**config.mk**
```make
export PLATFORM = sky130hd
export DESIGN_NAME = naive_core
export DESIGN_NICKNAME = d
export VERILOG_FILES = /design/src/design/mips_isa_pkg.sv /design/src/design/mips_pipe_pkg.sv /design/src/design/fetch_unit.sv /design/src/design/decode_unit.sv /design/src/design/execute_unit.sv /design/src/design/memory_unit.sv /design/src/design/hazard_ctrl.sv /design/src/design/naive_core.sv
export SDC_FILE = /design/constraint.sdc
export NUM_CORES = 2
export LEC_CHECK = 0
export BUFFER_PORTS_ARGS = -buffer_cell sky130_fd_sc_hd__buf_2
export CORE_MARGIN = 3
export CORE_UTILIZATION = 25
export CTS_CLUSTER_DIAMETER = 120
export CTS_CLUSTER_SIZE = 8
export DETAILED_ROUTE_END_ITERATION = 16
export GPL_TIMING_DRIVEN = 0
export PLACE_DENSITY = 0.46
export SETUP_SLACK_MARGIN = 0.3
export SYNTH_ARGS = -nofsm -noshare
export SYNTH_HDL_FRONTEND = slang
export SYNTH_SLANG_ARGS = --single-unit
```
**constraint.sdc**
```tcl
create_clock -name clk -period 6.6 [get_ports clk]
set_clock_uncertainty 0.05 [all_clocks]
set_input_delay 1.32 -clock clk [delete_from_list [all_inputs] [get_ports clk]]
set_output_delay 1.32 -clock clk [all_outputs]
set_load 0.02 [all_outputs]
```
**src/design/mips_isa_pkg.sv**
```systemverilog
`default_nettype none

package mips_isa_pkg;

    typedef logic [31:0] word_t;
    typedef logic [4:0] reg_addr_t;

    typedef enum logic [5:0] {
        OP_SPECIAL = 6'h00,
        OP_J       = 6'h02,
        OP_BEQ     = 6'h04,
        OP_BNE     = 6'h05,
        OP_ADDIU   = 6'h09,
        OP_ORI     = 6'h0d,
        OP_LUI     = 6'h0f,
        OP_LB      = 6'h20,
        OP_LW      = 6'h23,
        OP_LBU     = 6'h24,
        OP_SB      = 6'h28,
        OP_SW      = 6'h2b
    } opcode_t;

    // function field of SPECIAL
    typedef enum logic [5:0] {
        FN_ADDU = 6'h21,
        FN_SUBU = 6'h23,
        FN_AND  = 6'h24,
        FN_OR   = 6'h25,
        FN_SLT  = 6'h2a
    } funct_t;

    typedef struct packed {
        opcode_t    opcode;
        reg_addr_t  rs;
        reg_addr_t  rt;
        reg_addr_t  rd;
        logic [4:0] shamt;
        funct_t     funct;
    } r_fmt_t;

    typedef struct packed {
        opcode_t     opcode;
        reg_addr_t   rs;
        reg_addr_t   rt;
        logic [15:0] imm16;
    } i_fmt_t;

    // one fetched word, read through either field layout
    typedef union packed {
        r_fmt_t r;
        i_fmt_t i;
        word_t  raw;
    } inst_t;

    localparam word_t NOP_WORD = 32'h0000_0000; // sll r0,r0,0

endpackage

`default_nettype wire

```
**src/design/mips_pipe_pkg.sv**
```systemverilog
`default_nettype none

package mips_pipe_pkg;

    typedef enum logic [2:0] {
        ALU_ADD,
        ALU_SUB,
        ALU_AND,
        ALU_OR,
        ALU_SLT,
        ALU_LUI
    } alu_op_t;

    typedef enum logic [1:0] {
        MEM_NONE,
        MEM_LOAD,
        MEM_STORE
    } mem_op_t;

    typedef enum logic [0:0] {
        SIZE_BYTE,
        SIZE_WORD
    } mem_size_t;

    typedef struct packed {
        mips_isa_pkg::word_t addr;
        logic                read;
    } ibus_req_t;

    typedef struct packed {
        mips_isa_pkg::word_t addr;
        logic [3:0]          byte_en;
        logic                read;
        logic                write;
        mips_isa_pkg::word_t wr_data;
    } dbus_req_t;

    typedef struct packed {
        alu_op_t                 alu_op;
        mips_isa_pkg::word_t     operand_a;
        mips_isa_pkg::word_t     operand_b;
        mips_isa_pkg::word_t     store_val;
        mips_isa_pkg::reg_addr_t dest;
        mem_op_t                 mem_op;
        mem_size_t               mem_size;
        logic                    mem_unsigned;
        logic                    reg_we;
    } id_ex_t;

    typedef struct packed {
        mips_isa_pkg::word_t     result; // alu result or effective address
        mips_isa_pkg::word_t     store_val;
        mips_isa_pkg::reg_addr_t dest;
        mem_op_t                 mem_op;
        mem_size_t               mem_size;
        logic                    mem_unsigned;
        logic                    reg_we;
    } ex_mm_t;

    typedef struct packed {
        mips_isa_pkg::reg_addr_t dest;
        mips_isa_pkg::word_t     value;
        logic                    reg_we;
    } wb_t;

    typedef struct packed {
        logic en_pc;
        logic en_ifid;
        logic en_idex;
        logic en_exmm;
        logic en_mmwb;
    } stage_en_t;

endpackage

`default_nettype wire

```
**src/design/fetch_unit.sv**
```systemverilog
`timescale 1ns/10ps
`default_nettype none

module fetch_unit #(
    parameter mips_isa_pkg::word_t RESET_PC = 32'h0
) (
    input  wire                        clk,
    input  wire                        rst_n,
    input  wire                        en_i,
    input  wire                        branch_taken_i,
    input  wire mips_isa_pkg::word_t   branch_target_i,
    input  wire                        ibus_stall_i,
    output mips_pipe_pkg::ibus_req_t   ibus_o,
    output mips_isa_pkg::word_t        pc_o
);

    mips_isa_pkg::word_t pc_q;
    mips_isa_pkg::word_t hold_addr_q;
    logic                hold_q;
    logic                started_q;

    always_ff @(posedge clk) begin
        if (!rst_n) begin
            pc_q <= RESET_PC;
        end else if (en_i) begin
            pc_q <= branch_taken_i ? branch_target_i : pc_q + 32'd4;
        end
    end

    // read stays low until the first clock after reset
    always_ff @(posedge clk) begin
        if (!rst_n) begin
            started_q <= 1'b0;
            hold_q    <= 1'b0;
        end else begin
            started_q <= 1'b1;
            hold_q    <= ibus_o.read & ibus_stall_i; // read still pending
        end
    end

    always_ff @(posedge clk) begin
        if (!hold_q && ibus_o.read) begin
            hold_addr_q <= pc_q; // first cycle of a read
        end
    end

    assign ibus_o.addr = hold_q ? hold_addr_q : pc_q;
    assign ibus_o.read = started_q | hold_q;
    assign pc_o        = pc_q;

endmodule

`default_nettype wire

```
**src/design/decode_unit.sv**
```systemverilog
`timescale 1ns/10ps
`default_nettype none

module decode_unit (
    input  wire                            clk,
    input  wire                            rst_n,
    input  wire mips_pipe_pkg::stage_en_t  stage_en_i,
    input  wire mips_isa_pkg::word_t       pc_i,
    input  wire mips_isa_pkg::word_t       ibus_rddata_i,
    input  wire mips_pipe_pkg::wb_t        ex_fwd_i,
    input  wire mips_pipe_pkg::wb_t        mm_fwd_i,
    input  wire mips_pipe_pkg::wb_t        wb_i,
    output mips_pipe_pkg::id_ex_t          id_ex_o,
    output mips_isa_pkg::reg_addr_t        src_s_o,
    output mips_isa_pkg::reg_addr_t        src_t_o,
    output logic                           branch_taken_o,
    output mips_isa_pkg::word_t            branch_target_o
);

    mips_isa_pkg::inst_t inst_q;
    mips_isa_pkg::word_t pc_q;
    mips_isa_pkg::word_t regs [32];
    mips_isa_pkg::word_t rs_val;
    mips_isa_pkg::word_t rt_val;
    mips_isa_pkg::word_t imm_se;
    mips_isa_pkg::word_t slot_pc;
    logic                dest_we;

    always_ff @(posedge clk) begin
        if (!rst_n || (!stage_en_i.en_ifid && stage_en_i.en_idex)) begin
            inst_q <= mips_isa_pkg::NOP_WORD; // bubble
        end else if (stage_en_i.en_ifid) begin
            inst_q <= ibus_rddata_i;
            pc_q   <= pc_i;
        end
    end

    // r0 is never written, dest 0 has reg_we cleared
    always_ff @(posedge clk) begin
        if (wb_i.reg_we) begin
            regs[wb_i.dest] <= wb_i.value;
        end
    end

    function automatic mips_isa_pkg::word_t fwd_val(mips_isa_pkg::reg_addr_t addr);
        mips_isa_pkg::word_t val;
        val = (addr == 5'd0) ? 32'h0 : regs[addr];
        if (wb_i.reg_we && wb_i.dest == addr) val = wb_i.value;
        if (mm_fwd_i.reg_we && mm_fwd_i.dest == addr) val = mm_fwd_i.value;
        if (ex_fwd_i.reg_we && ex_fwd_i.dest == addr) val = ex_fwd_i.value; // newest wins
        return val;
    endfunction

    always_comb begin
        rs_val = fwd_val(inst_q.r.rs);
        rt_val = fwd_val(inst_q.r.rt);
    end

    assign src_s_o = inst_q.r.rs;
    assign src_t_o = inst_q.r.rt;
    assign imm_se  = {{16{inst_q.i.imm16[15]}}, inst_q.i.imm16};
    assign slot_pc = pc_q + 32'd4;

    always_comb begin
        id_ex_o.alu_op       = mips_pipe_pkg::ALU_ADD;
        id_ex_o.operand_a    = rs_val;
        id_ex_o.operand_b    = imm_se;
        id_ex_o.store_val    = rt_val;
        id_ex_o.dest         = inst_q.i.rt;
        id_ex_o.mem_op       = mips_pipe_pkg::MEM_NONE;
        id_ex_o.mem_size     = mips_pipe_pkg::SIZE_WORD;
        id_ex_o.mem_unsigned = 1'b0;
        dest_we              = 1'b1;
        case (inst_q.r.opcode)
            mips_isa_pkg::OP_SPECIAL: begin
                id_ex_o.operand_b = rt_val;
                id_ex_o.dest      = inst_q.r.rd;
                case (inst_q.r.funct)
                    mips_isa_pkg::FN_ADDU: id_ex_o.alu_op = mips_pipe_pkg::ALU_ADD;
                    mips_isa_pkg::FN_SUBU: id_ex_o.alu_op = mips_pipe_pkg::ALU_SUB;
                    mips_isa_pkg::FN_AND:  id_ex_o.alu_op = mips_pipe_pkg::ALU_AND;
                    mips_isa_pkg::FN_OR:   id_ex_o.alu_op = mips_pipe_pkg::ALU_OR;
                    mips_isa_pkg::FN_SLT:  id_ex_o.alu_op = mips_pipe_pkg::ALU_SLT;
                    default:               dest_we = 1'b0;
                endcase
            end
            mips_isa_pkg::OP_ADDIU: ;
            mips_isa_pkg::OP_ORI: begin
                id_ex_o.alu_op    = mips_pipe_pkg::ALU_OR;
                id_ex_o.operand_b = {16'h0, inst_q.i.imm16};
            end
            mips_isa_pkg::OP_LUI: id_ex_o.alu_op = mips_pipe_pkg::ALU_LUI;
            mips_isa_pkg::OP_LW:  id_ex_o.mem_op = mips_pipe_pkg::MEM_LOAD;
            mips_isa_pkg::OP_LB, mips_isa_pkg::OP_LBU: begin
                id_ex_o.mem_op       = mips_pipe_pkg::MEM_LOAD;
                id_ex_o.mem_size     = mips_pipe_pkg::SIZE_BYTE;
                id_ex_o.mem_unsigned = inst_q.r.opcode == mips_isa_pkg::OP_LBU;
            end
            mips_isa_pkg::OP_SW, mips_isa_pkg::OP_SB: begin
                id_ex_o.mem_op = mips_pipe_pkg::MEM_STORE;
                if (inst_q.r.opcode == mips_isa_pkg::OP_SB) id_ex_o.mem_size = mips_pipe_pkg::SIZE_BYTE;
                dest_we = 1'b0;
            end
            default: dest_we = 1'b0; // branches and unknown opcodes
        endcase
        id_ex_o.reg_we = dest_we && (id_ex_o.dest != 5'd0);
    end

    // branches compare forwarded values, target is relative to the delay slot
    always_comb begin
        branch_target_o = slot_pc + {imm_se[29:0], 2'b00};
        case (inst_q.r.opcode)
            mips_isa_pkg::OP_BEQ: branch_taken_o = rs_val == rt_val;
            mips_isa_pkg::OP_BNE: branch_taken_o = rs_val != rt_val;
            mips_isa_pkg::OP_J: begin
                branch_taken_o  = 1'b1;
                branch_target_o = {slot_pc[31:28], inst_q.raw[25:0], 2'b00};
            end
            default: branch_taken_o = 1'b0;
        endcase
    end

endmodule

`default_nettype wire

```
**src/design/execute_unit.sv**
```systemverilog
`timescale 1ns/10ps
`default_nettype none

module execute_unit (
    input  wire                            clk,
    input  wire                            rst_n,
    input  wire mips_pipe_pkg::stage_en_t  stage_en_i,
    input  wire mips_pipe_pkg::id_ex_t     id_ex_i,
    output mips_pipe_pkg::ex_mm_t          ex_mm_o,
    output mips_pipe_pkg::wb_t             ex_fwd_o,
    output logic                           ex_is_load_o
);

    mips_pipe_pkg::id_ex_t id_ex_q;
    mips_isa_pkg::word_t   alu_res;

    always_ff @(posedge clk) begin
        if (!rst_n || (!stage_en_i.en_idex && stage_en_i.en_exmm)) begin
            id_ex_q.reg_we <= 1'b0; // bubble
            id_ex_q.mem_op <= mips_pipe_pkg::MEM_NONE;
        end else if (stage_en_i.en_idex) begin
            id_ex_q <= id_ex_i;
        end
    end

    always_comb begin
        case (id_ex_q.alu_op)
            mips_pipe_pkg::ALU_SUB: alu_res = id_ex_q.operand_a - id_ex_q.operand_b;
            mips_pipe_pkg::ALU_AND: alu_res = id_ex_q.operand_a & id_ex_q.operand_b;
            mips_pipe_pkg::ALU_OR:  alu_res = id_ex_q.operand_a | id_ex_q.operand_b;
            mips_pipe_pkg::ALU_SLT: begin
                alu_res = {31'h0, $signed(id_ex_q.operand_a) < $signed(id_ex_q.operand_b)};
            end
            mips_pipe_pkg::ALU_LUI: alu_res = {id_ex_q.operand_b[15:0], 16'h0};
            default:                alu_res = id_ex_q.operand_a + id_ex_q.operand_b;
        endcase
    end

    always_comb begin
        ex_mm_o.result       = alu_res; // effective address for loads and stores
        ex_mm_o.store_val    = id_ex_q.store_val;
        ex_mm_o.dest         = id_ex_q.dest;
        ex_mm_o.mem_op       = id_ex_q.mem_op;
        ex_mm_o.mem_size     = id_ex_q.mem_size;
        ex_mm_o.mem_unsigned = id_ex_q.mem_unsigned;
        ex_mm_o.reg_we       = id_ex_q.reg_we;
    end

    // load data is not known yet in EX
    assign ex_is_load_o    = id_ex_q.mem_op == mips_pipe_pkg::MEM_LOAD;
    assign ex_fwd_o.dest   = id_ex_q.dest;
    assign ex_fwd_o.value  = alu_res;
    assign ex_fwd_o.reg_we = id_ex_q.reg_we && !ex_is_load_o;

endmodule

`default_nettype wire

```
**src/design/memory_unit.sv**
```systemverilog
`timescale 1ns/10ps
`default_nettype none

module memory_unit (
    input  wire                            clk,
    input  wire                            rst_n,
    input  wire mips_pipe_pkg::stage_en_t  stage_en_i,
    input  wire mips_pipe_pkg::ex_mm_t     ex_mm_i,
    output mips_pipe_pkg::dbus_req_t       dbus_o,
    input  wire mips_isa_pkg::word_t       dbus_rddata_i,
    output mips_pipe_pkg::wb_t             mm_fwd_o,
    output logic                           mm_is_load_o,
    output mips_pipe_pkg::wb_t             wb_o
);

    mips_pipe_pkg::ex_mm_t ex_mm_q;
    mips_pipe_pkg::wb_t    wb_q;
    mips_isa_pkg::word_t   lane;
    mips_isa_pkg::word_t   load_val;
    logic                  is_word;

    always_ff @(posedge clk) begin
        if (!rst_n) begin
            ex_mm_q.reg_we <= 1'b0;
            ex_mm_q.mem_op <= mips_pipe_pkg::MEM_NONE;
        end else if (stage_en_i.en_exmm) begin
            ex_mm_q <= ex_mm_i;
        end
    end

    assign is_word      = ex_mm_q.mem_size == mips_pipe_pkg::SIZE_WORD;
    assign mm_is_load_o = ex_mm_q.mem_op == mips_pipe_pkg::MEM_LOAD;

    always_comb begin
        dbus_o.addr  = ex_mm_q.result;
        dbus_o.read  = mm_is_load_o;
        dbus_o.write = ex_mm_q.mem_op == mips_pipe_pkg::MEM_STORE;
        if (ex_mm_q.mem_op == mips_pipe_pkg::MEM_NONE) dbus_o.byte_en = 4'b0000;
        else if (is_word) dbus_o.byte_en = 4'b1111;
        else dbus_o.byte_en = 4'b0001 << ex_mm_q.result[1:0];
        dbus_o.wr_data = is_word ? ex_mm_q.store_val : {4{ex_mm_q.store_val[7:0]}}; // byte on all lanes
    end

    // bus data is only valid in the cycle the access is accepted
    always_comb begin
        lane = dbus_rddata_i >> {ex_mm_q.result[1:0], 3'b000};
        if (is_word) load_val = dbus_rddata_i;
        else if (ex_mm_q.mem_unsigned) load_val = {24'h0, lane[7:0]};
        else load_val = {{24{lane[7]}}, lane[7:0]};
    end

    always_ff @(posedge clk) begin
        if (!rst_n) begin
            wb_q.reg_we <= 1'b0;
        end else if (stage_en_i.en_mmwb) begin
            wb_q.reg_we <= ex_mm_q.reg_we;
            wb_q.dest   <= ex_mm_q.dest;
            wb_q.value  <= mm_is_load_o ? load_val : ex_mm_q.result;
        end
    end

    assign mm_fwd_o.dest   = ex_mm_q.dest;
    assign mm_fwd_o.value  = ex_mm_q.result;
    assign mm_fwd_o.reg_we = ex_mm_q.reg_we && !mm_is_load_o;
    assign wb_o            = wb_q;

endmodule

`default_nettype wire

```
**src/design/hazard_ctrl.sv**
```systemverilog
`timescale 1ns/10ps
`default_nettype none

module hazard_ctrl (
    input  wire                           ibus_stall_i,
    input  wire                           dbus_stall_i,
    input  wire                           ex_is_load_i,
    input  wire mips_isa_pkg::reg_addr_t  ex_dest_i,
    input  wire                           mm_is_load_i,
    input  wire mips_isa_pkg::reg_addr_t  mm_dest_i,
    input  wire mips_isa_pkg::reg_addr_t  src_s_i,
    input  wire mips_isa_pkg::reg_addr_t  src_t_i,
    output mips_pipe_pkg::stage_en_t      stage_en_o
);

    logic ex_hit;
    logic mm_hit;

    assign ex_hit = ex_is_load_i && ex_dest_i != 5'd0
                    && (ex_dest_i == src_s_i || ex_dest_i == src_t_i);
    assign mm_hit = mm_is_load_i && mm_dest_i != 5'd0
                    && (mm_dest_i == src_s_i || mm_dest_i == src_t_i);

    always_comb begin
        stage_en_o = '{default: 1'b1};
        if (dbus_stall_i) begin
            stage_en_o = '{default: 1'b0}; // freeze everything
        end else if (ex_hit || mm_hit || ibus_stall_i) begin
            stage_en_o.en_pc   = 1'b0; // drain EX and MM, bubble into ID/EX
            stage_en_o.en_ifid = 1'b0;
            stage_en_o.en_idex = 1'b0;
        end
    end

endmodule

`default_nettype wire

```
**src/design/naive_core.sv**
```systemverilog
`timescale 1ns/10ps
`default_nettype none

module naive_core #(
    parameter mips_isa_pkg::word_t RESET_PC = 32'h0
) (
    input  wire                        clk,
    input  wire                        rst_n,
    output mips_pipe_pkg::ibus_req_t   ibus_o,
    input  wire mips_isa_pkg::word_t   ibus_rddata_i,
    input  wire                        ibus_stall_i,
    output mips_pipe_pkg::dbus_req_t   dbus_o,
    input  wire mips_isa_pkg::word_t   dbus_rddata_i,
    input  wire                        dbus_stall_i
);

    mips_pipe_pkg::stage_en_t stage_en;
    mips_pipe_pkg::id_ex_t    id_ex;
    mips_pipe_pkg::ex_mm_t    ex_mm;
    mips_pipe_pkg::wb_t       ex_fwd;
    mips_pipe_pkg::wb_t       mm_fwd;
    mips_pipe_pkg::wb_t       wb;
    mips_isa_pkg::word_t      if_pc;
    mips_isa_pkg::word_t      branch_target;
    mips_isa_pkg::reg_addr_t  src_s;
    mips_isa_pkg::reg_addr_t  src_t;
    logic                     branch_taken;
    logic                     ex_is_load;
    logic                     mm_is_load;

    fetch_unit #(.RESET_PC(RESET_PC)) fetch_i (
        .clk             (clk),
        .rst_n           (rst_n),
        .en_i            (stage_en.en_pc),
        .branch_taken_i  (branch_taken),
        .branch_target_i (branch_target),
        .ibus_stall_i    (ibus_stall_i),
        .ibus_o          (ibus_o),
        .pc_o            (if_pc)
    );

    decode_unit decode_i (
        .clk             (clk),
        .rst_n           (rst_n),
        .stage_en_i      (stage_en),
        .pc_i            (if_pc),
        .ibus_rddata_i   (ibus_rddata_i),
        .ex_fwd_i        (ex_fwd),
        .mm_fwd_i        (mm_fwd),
        .wb_i            (wb),
        .id_ex_o         (id_ex),
        .src_s_o         (src_s),
        .src_t_o         (src_t),
        .branch_taken_o  (branch_taken),
        .branch_target_o (branch_target)
    );

    execute_unit execute_i (
        .clk          (clk),
        .rst_n        (rst_n),
        .stage_en_i   (stage_en),
        .id_ex_i      (id_ex),
        .ex_mm_o      (ex_mm),
        .ex_fwd_o     (ex_fwd),
        .ex_is_load_o (ex_is_load)
    );

    memory_unit memory_i (
        .clk           (clk),
        .rst_n         (rst_n),
        .stage_en_i    (stage_en),
        .ex_mm_i       (ex_mm),
        .dbus_o        (dbus_o),
        .dbus_rddata_i (dbus_rddata_i),
        .mm_fwd_o      (mm_fwd),
        .mm_is_load_o  (mm_is_load),
        .wb_o          (wb)
    );

    hazard_ctrl hazard_i (
        .ibus_stall_i (ibus_stall_i),
        .dbus_stall_i (dbus_stall_i),
        .ex_is_load_i (ex_is_load),
        .ex_dest_i    (ex_fwd.dest),
        .mm_is_load_i (mm_is_load),
        .mm_dest_i    (mm_fwd.dest),
        .src_s_i      (src_s),
        .src_t_i      (src_t),
        .stage_en_o   (stage_en)
    );

endmodule

`default_nettype wire

```
Word-level counts from Yosys, hierarchy flattened
Memories as Yosys holds them, arrays and structs flattened. A register that Yosys moved wholly into a read port is not among the register bits.
Index checks and enable logic that the tools add are counted.
- output and inout bits: 103
- word-level logic and storage cells: 154
- input bits: 68
- bits in registers: 351
- RAM bits: 1024
- memories: 1
- reductions and logical operators: 44
- $add $sub $neg: 5
- equal/unequal tests: 32
- muxes and demuxes: 38
- bitwise logic cells: 6
- shifts and indexed selects: 2
- magnitude comparators: 1
- memory list (memory ; depth ; bits a word ; rd ports ; clocked after memory_dff ; wr ports ; RTL line ; text):
    decode_i.regs ; 32 ; 32 ; 2 ; 2 ; 1 ; decode_unit.sv:22 ; mips_isa_pkg::word_t regs [32];
- operators by type and width (operator ; count):
    $mux W32 ; 15
    $pmux W32 S5 ; 1
    $add A32 B3 Y32 const B ; 2
    $add A32 B32 Y32 ; 2
    $pmux W32 S2 ; 1
    $eq A6 B6 Y1 const B ; 10
    $and A32 B32 Y32 ; 1
    $eq A32 B32 Y1 ; 1
    $lt A32 B32 Y1 ; 1
    $ne A32 B32 Y1 ; 1
    $or A32 B32 Y32 ; 1
    $shr A32 B5 Y8 ; 1
    $sub A32 B32 Y32 ; 1
    $eq A5 B5 Y1 ; 6
    $mux W5 ; 5
    $eq A6 B4 Y1 const B ; 3
    $logic_and A1 B1 Y1 ; 16
    $reduce_bool A5 Y1 ; 3
    $eq A6 B3 Y1 const B ; 2
    $pmux W3 S4 ; 1
    $logic_not A5 Y1 ; 2
    $pmux W3 S3 ; 1
    $mux W4 ; 2
    $reduce_and A2 Y1 ; 4
    24 further kinds ; 45

Longest topological paths before layout
- depth after elaboration: 12
- gate-level depth with buffers: 27
- depth with buffers taken out: 23

Modules after synthesis
Synthesis repeated with hierarchy kept, for this count alone.
- cells, all modules: 5363
- area, all modules: 74062.3 µm²
- by module, submodules not included (module ; area each (µm²) ; cells an instance ; times used ; sequential area each (µm²)):
    decode_unit ; 56324.0 ; 3599 ; 1 ; 32551.2
    execute_unit ; 8964.8 ; 975 ; 1 ; 3243.1
    memory_unit ; 5062.4 ; 411 ; 1 ; 3323.2
    fetch_unit ; 3419.5 ; 338 ; 1 ; 1641.6
    hazard_ctrl ; 291.5 ; 40 ; 1 ; 0.0

Worst setup path after synthesis
OpenSTA, ideal clock, no wires.
- kind: input port to flip-flop
- from: input rst_n
- to: register memory_i.ex_mm_q, in the netlist memory_i.dbus_o[38], enable pin
- setup slack: -0.251 ns
- buffers on the path: 2
- library setup time: 0.576 ns
- required time: 5.974 ns
- data arrival time: 6.224 ns
- cell stages on the path: 4
- cells stage by stage: inv_1 buf_6 clkbuf_1 nor2_1
- cells in the longest elaborated chain, start to end: 1
- ends and longest elaborated chain (item ; RTL line ; text):
    start: declaration ; naive_core.sv:8 ; input wire rst_n,
    $reduce_and A2 Y1 (no source line) ; - ;
    end signal: assignment ; memory_unit.sv:27 ; ex_mm_q <= ex_mm_i;
    end: declaration ; memory_unit.sv:16 ; mips_pipe_pkg::ex_mm_t ex_mm_q;
Every way passes these cells.
A chain may end at the register's enable or synchronous reset.

==> impl_metrics.tcl <==
set metrics [dict create \
    die-width_um 547 \
    clock-sinks 1385 \
    wl_met3_mm 37.6 \
    dieArea_sq_um 299000 \
    crit_buf_inv 8 \
    wl_per_cell_um 36.2 \
    antenna_left 0 \
    worst_slew_pin_slew_ns 1.45 \
    wl_met1_mm 137 \
    grt_usage_pct 23.0 \
    coreArea_sq_um 290000 \
    path_common_cell "buf_4" \
    portBuffers 170 \
    r2r_cells 23 \
    crit_family "simple AND/OR/NAND/NOR gates" \
    ys_warn_count 0 \
    clockBufferDepth 3 \
    h-tree-depth 4 \
    start_kind "flop" \
    grt_pass1_wl_mm 475 \
    setup_violations 0 \
    ys_seq_area_share_pct 55.7 \
    yosys-top-cells-count "edfxtp_1, nand2_1, mux4_2" \
    worstSetupPathDepth 23 \
    synth-async-reset-ratio_pct 0 \
    post-dp-hpwl_mm 259 \
    start_util_pct 25.2 \
    yosysTopAreaCellShare_pct 53.5 \
    relSlewSlack_pct 3.06 \
    antenna_found_initial 36 \
    clockRootBuffer "clkbuf_16" \
    finalHoldViolCount 0 \
    ys_ff_latch 1385 \
    top_layer "met5" \
    die_y_um 547 \
    total_power_mw 21.9 \
    post_drt_via_cell_ratio 5.75 \
    worst-setup-path-type "reg2reg" \
    postRouteWirelength_mm 358 \
    drv_slew 0 \
    cts_tree "built" \
    maxCapViolCount 0 \
    rows 197 \
    synth-edff-count 1302 \
    netlist_instances 5284 \
    rsz0062_at_grt "yes" \
    cts.hold.buffers_added 0 \
    grt_max_degree 72 \
    min_path_type "reg2reg" \
    syn_avg_cell_area_sq_um 13.8 \
    io_pins 171 \
    areaGrowthSynthToFinish_pct 25.4 \
    drt_iter0_markers 8161 \
    clkSlewWorstSetupHoldPaths_ns 0.06 \
    crit_fanout 10 \
    numCtsBuffers 191 \
    yosys_most_used_dff "edfxtp_1" \
    clk_latency_ns 0.90 \
    final_util_pct 31.6 \
    layout.nets 6152 \
    ir_worst_vdd_uv 305 \
    fmax_ghz 0.153 \
    min_period_over_period_pct 99.3 \
    post-route-min-period_ns 6.55 \
    p_leak_nw 30.7 \
    synth_top_area_cell "edfxtp_1" \
    r2r_slack_ns 0.05 \
    drive_gt1_share_pct 30.7 \
    cp.required_ns 7.31 \
    ys_top_cells_by_area "edfxtp_1, mux4_2, mux2i_1" \
    route.detailed.drc 0 \
    synth.net_count 5482 \
    gp_congestion 0.977 \
    dr_wl_met2_mm 157 \
    slowest_delay_ns 0.65 \
    cp_cell_sequence "clkbuf_2 -> inv_1 -> clkbuf_8 -> nor2_1 -> o2111ai_1 -> nand4_1 -> a222oi_1 -> buf_4 -> o21ai_0 -> o2111a_1 -> o2111ai_1 -> a211oi_1 -> nand4_1 -> or4_1 -> or4_4 -> o2111ai_4 -> a21oi_4 -> buf_12 -> buf_8 -> buf_4 -> buf_4 -> or3_1 -> a31oi_1" \
    critPathCaptureType "flop" \
    status "complete, no violations" \
    grt_pass1_vias 53726 \
    crit_slowest_cell "nor2_1" \
    holdPathStages 0 \
    post-synth-top-count-cell "edfxtp_1" \
    arrival_ns 7.27 \
    ys_types 103 \
    fillCellCount 28560 \
    first_pass_iters 9 \
    power_density_nw_per_um2 239 \
    overflow 0 \
    synth_area_sq_um 73100 \
    vias 56863 \
]
[area by class of cell]
type,count,area [sq um],share of cell area (%)
sequential,1385,40800,44.5
buffer,404,3780,4.13
clock inverter,16,395,0.431
multi-input combinational,3343,31600,34.5
tap,3880,4850,5.30
antenna,15,37.5,0.0410
timing repair buffer,477,4740,5.17
inverter,152,579,0.632
clock buffer,222,4900,5.34
[final timing paths]
| check | from | to |
|---|---|---|
| setup / recovery | flop | fetch_i.pc_o[2] |
| hold / removal | execute_i.ex_mm_o[32] | memory_i.ex_mm_q[32] |
| setup reg to reg | flop | fetch_i.pc_o[2] |
| hold reg to reg | execute_i.ex_mm_o[32] | memory_i.ex_mm_q[32] |
[report_power, final]
group,switching (mW),leakage [nW],internal [mW]
clock network,3.97,2.54,5.20
logic,1.81,15.6,1.04
registers,0.177,12.5,9.71
total,5.95,30.7,15.9
[cell families (layout without fill, tap and decap cells)]
logic type               count (synthesis)  in the layout  share of synthesized area (%)
adder cells (fa/ha/maj)                130            130                           2.26
buffers and inverters                  556           1271                           3.82
flip-flops                            1385           1385                           55.7
AO/OA/AOI/OAI                         1055           1055                           9.94
XOR/XNOR                               118            118                           1.41
multiplexers                           730            730                           18.3
AND/OR/NAND/NOR                       1310           1310                           8.52
other                                    0             15                              0
[flip-flops by register name (all words and copies together), names as in the netlist, named ones only]
| register | flops |
|---|---|
| memory_i.wb_o | 38 |
| memory_i.is_word | 1 |
| execute_i.ex_mm_o | 37 |
| decode_i.regs | 1024 |
| decode_i.pc_q | 32 |
| fetch_i.started_q | 1 |
| memory_i.dbus_o | 32 |
| execute_i.id_ex_q | 67 |
| fetch_i.hold_q | 1 |
| decode_i.inst_q | 32 |
| execute_i.ex_fwd_o | 5 |
| fetch_i.hold_addr_q | 32 |
| memory_i.mm_fwd_o | 5 |
| memory_i.ex_mm_q | 36 |
| fetch_i.pc_o | 32 |
[per-layer routing]
metal  up-vias  global-route usage (%)
met3       839                    5.49
li1      22330                       -
met5         -                       0
met4        10                    14.1
met2      3871                    34.8
met1     29813                    29.7
[layout by cell type (no fill, tap or decap), types with 31 or more instances in the layout]
cell type,count
a22oi_1,69
clkbuf_16,197
a21o_1,33
nand4_1,38
clkbuf_1,121
xor2_1,42
o211ai_1,35
buf_16,42
xnor2_1,74
edfxtp_1,1302
nor3_1,70
nor2_1,237
mux2i_1,186
nand3_1,77
buf_6,51
and3_1,54
a21oi_1,245
ha_1,123
buf_4,255
nor2_4,42
o21ai_0,144
a211oi_1,47
dfxtp_1,79
mux4_2,471
mux2_2,57
inv_1,141
o22ai_1,37
buf_8,39
nand2b_1,46
buf_12,112
nand2_1,475
clkbuf_2,44
buf_2,199
a31oi_1,31
[metrics by stage]
| stage | TNS (ns) | hold WS (ns) | cell area [sq um] | setup WS, ns | cells |
|---|---|---|---|---|---|
| floorplan | 0 | 0.350 | 73100 | 0.887 | 5284 |
| global placement | -1200.17 | 0.355 | 78800 | -3.66 | 9334 |
| detailed placement | -103.00 | 0.355 | 80800 | -3.36 | 9416 |
| CTS | 0 | 0.361 | 89800 | 0.301 | 9773 |
| global route | 0 | 0.369 | 91600 | 0.0854 | 9888 |
| finish | 0 | 0.365 | 91700 | 0.0483 | 9894 |
[what timing repair did]
action,4_1_cts,5_1_grt
setup buffers,118,92
cloned,1,6
setup endpoints to repair,47,33
gates resized for setup,725,169
pin swaps,70,43
Note: power is estimated with default switching activity, not from simulation.
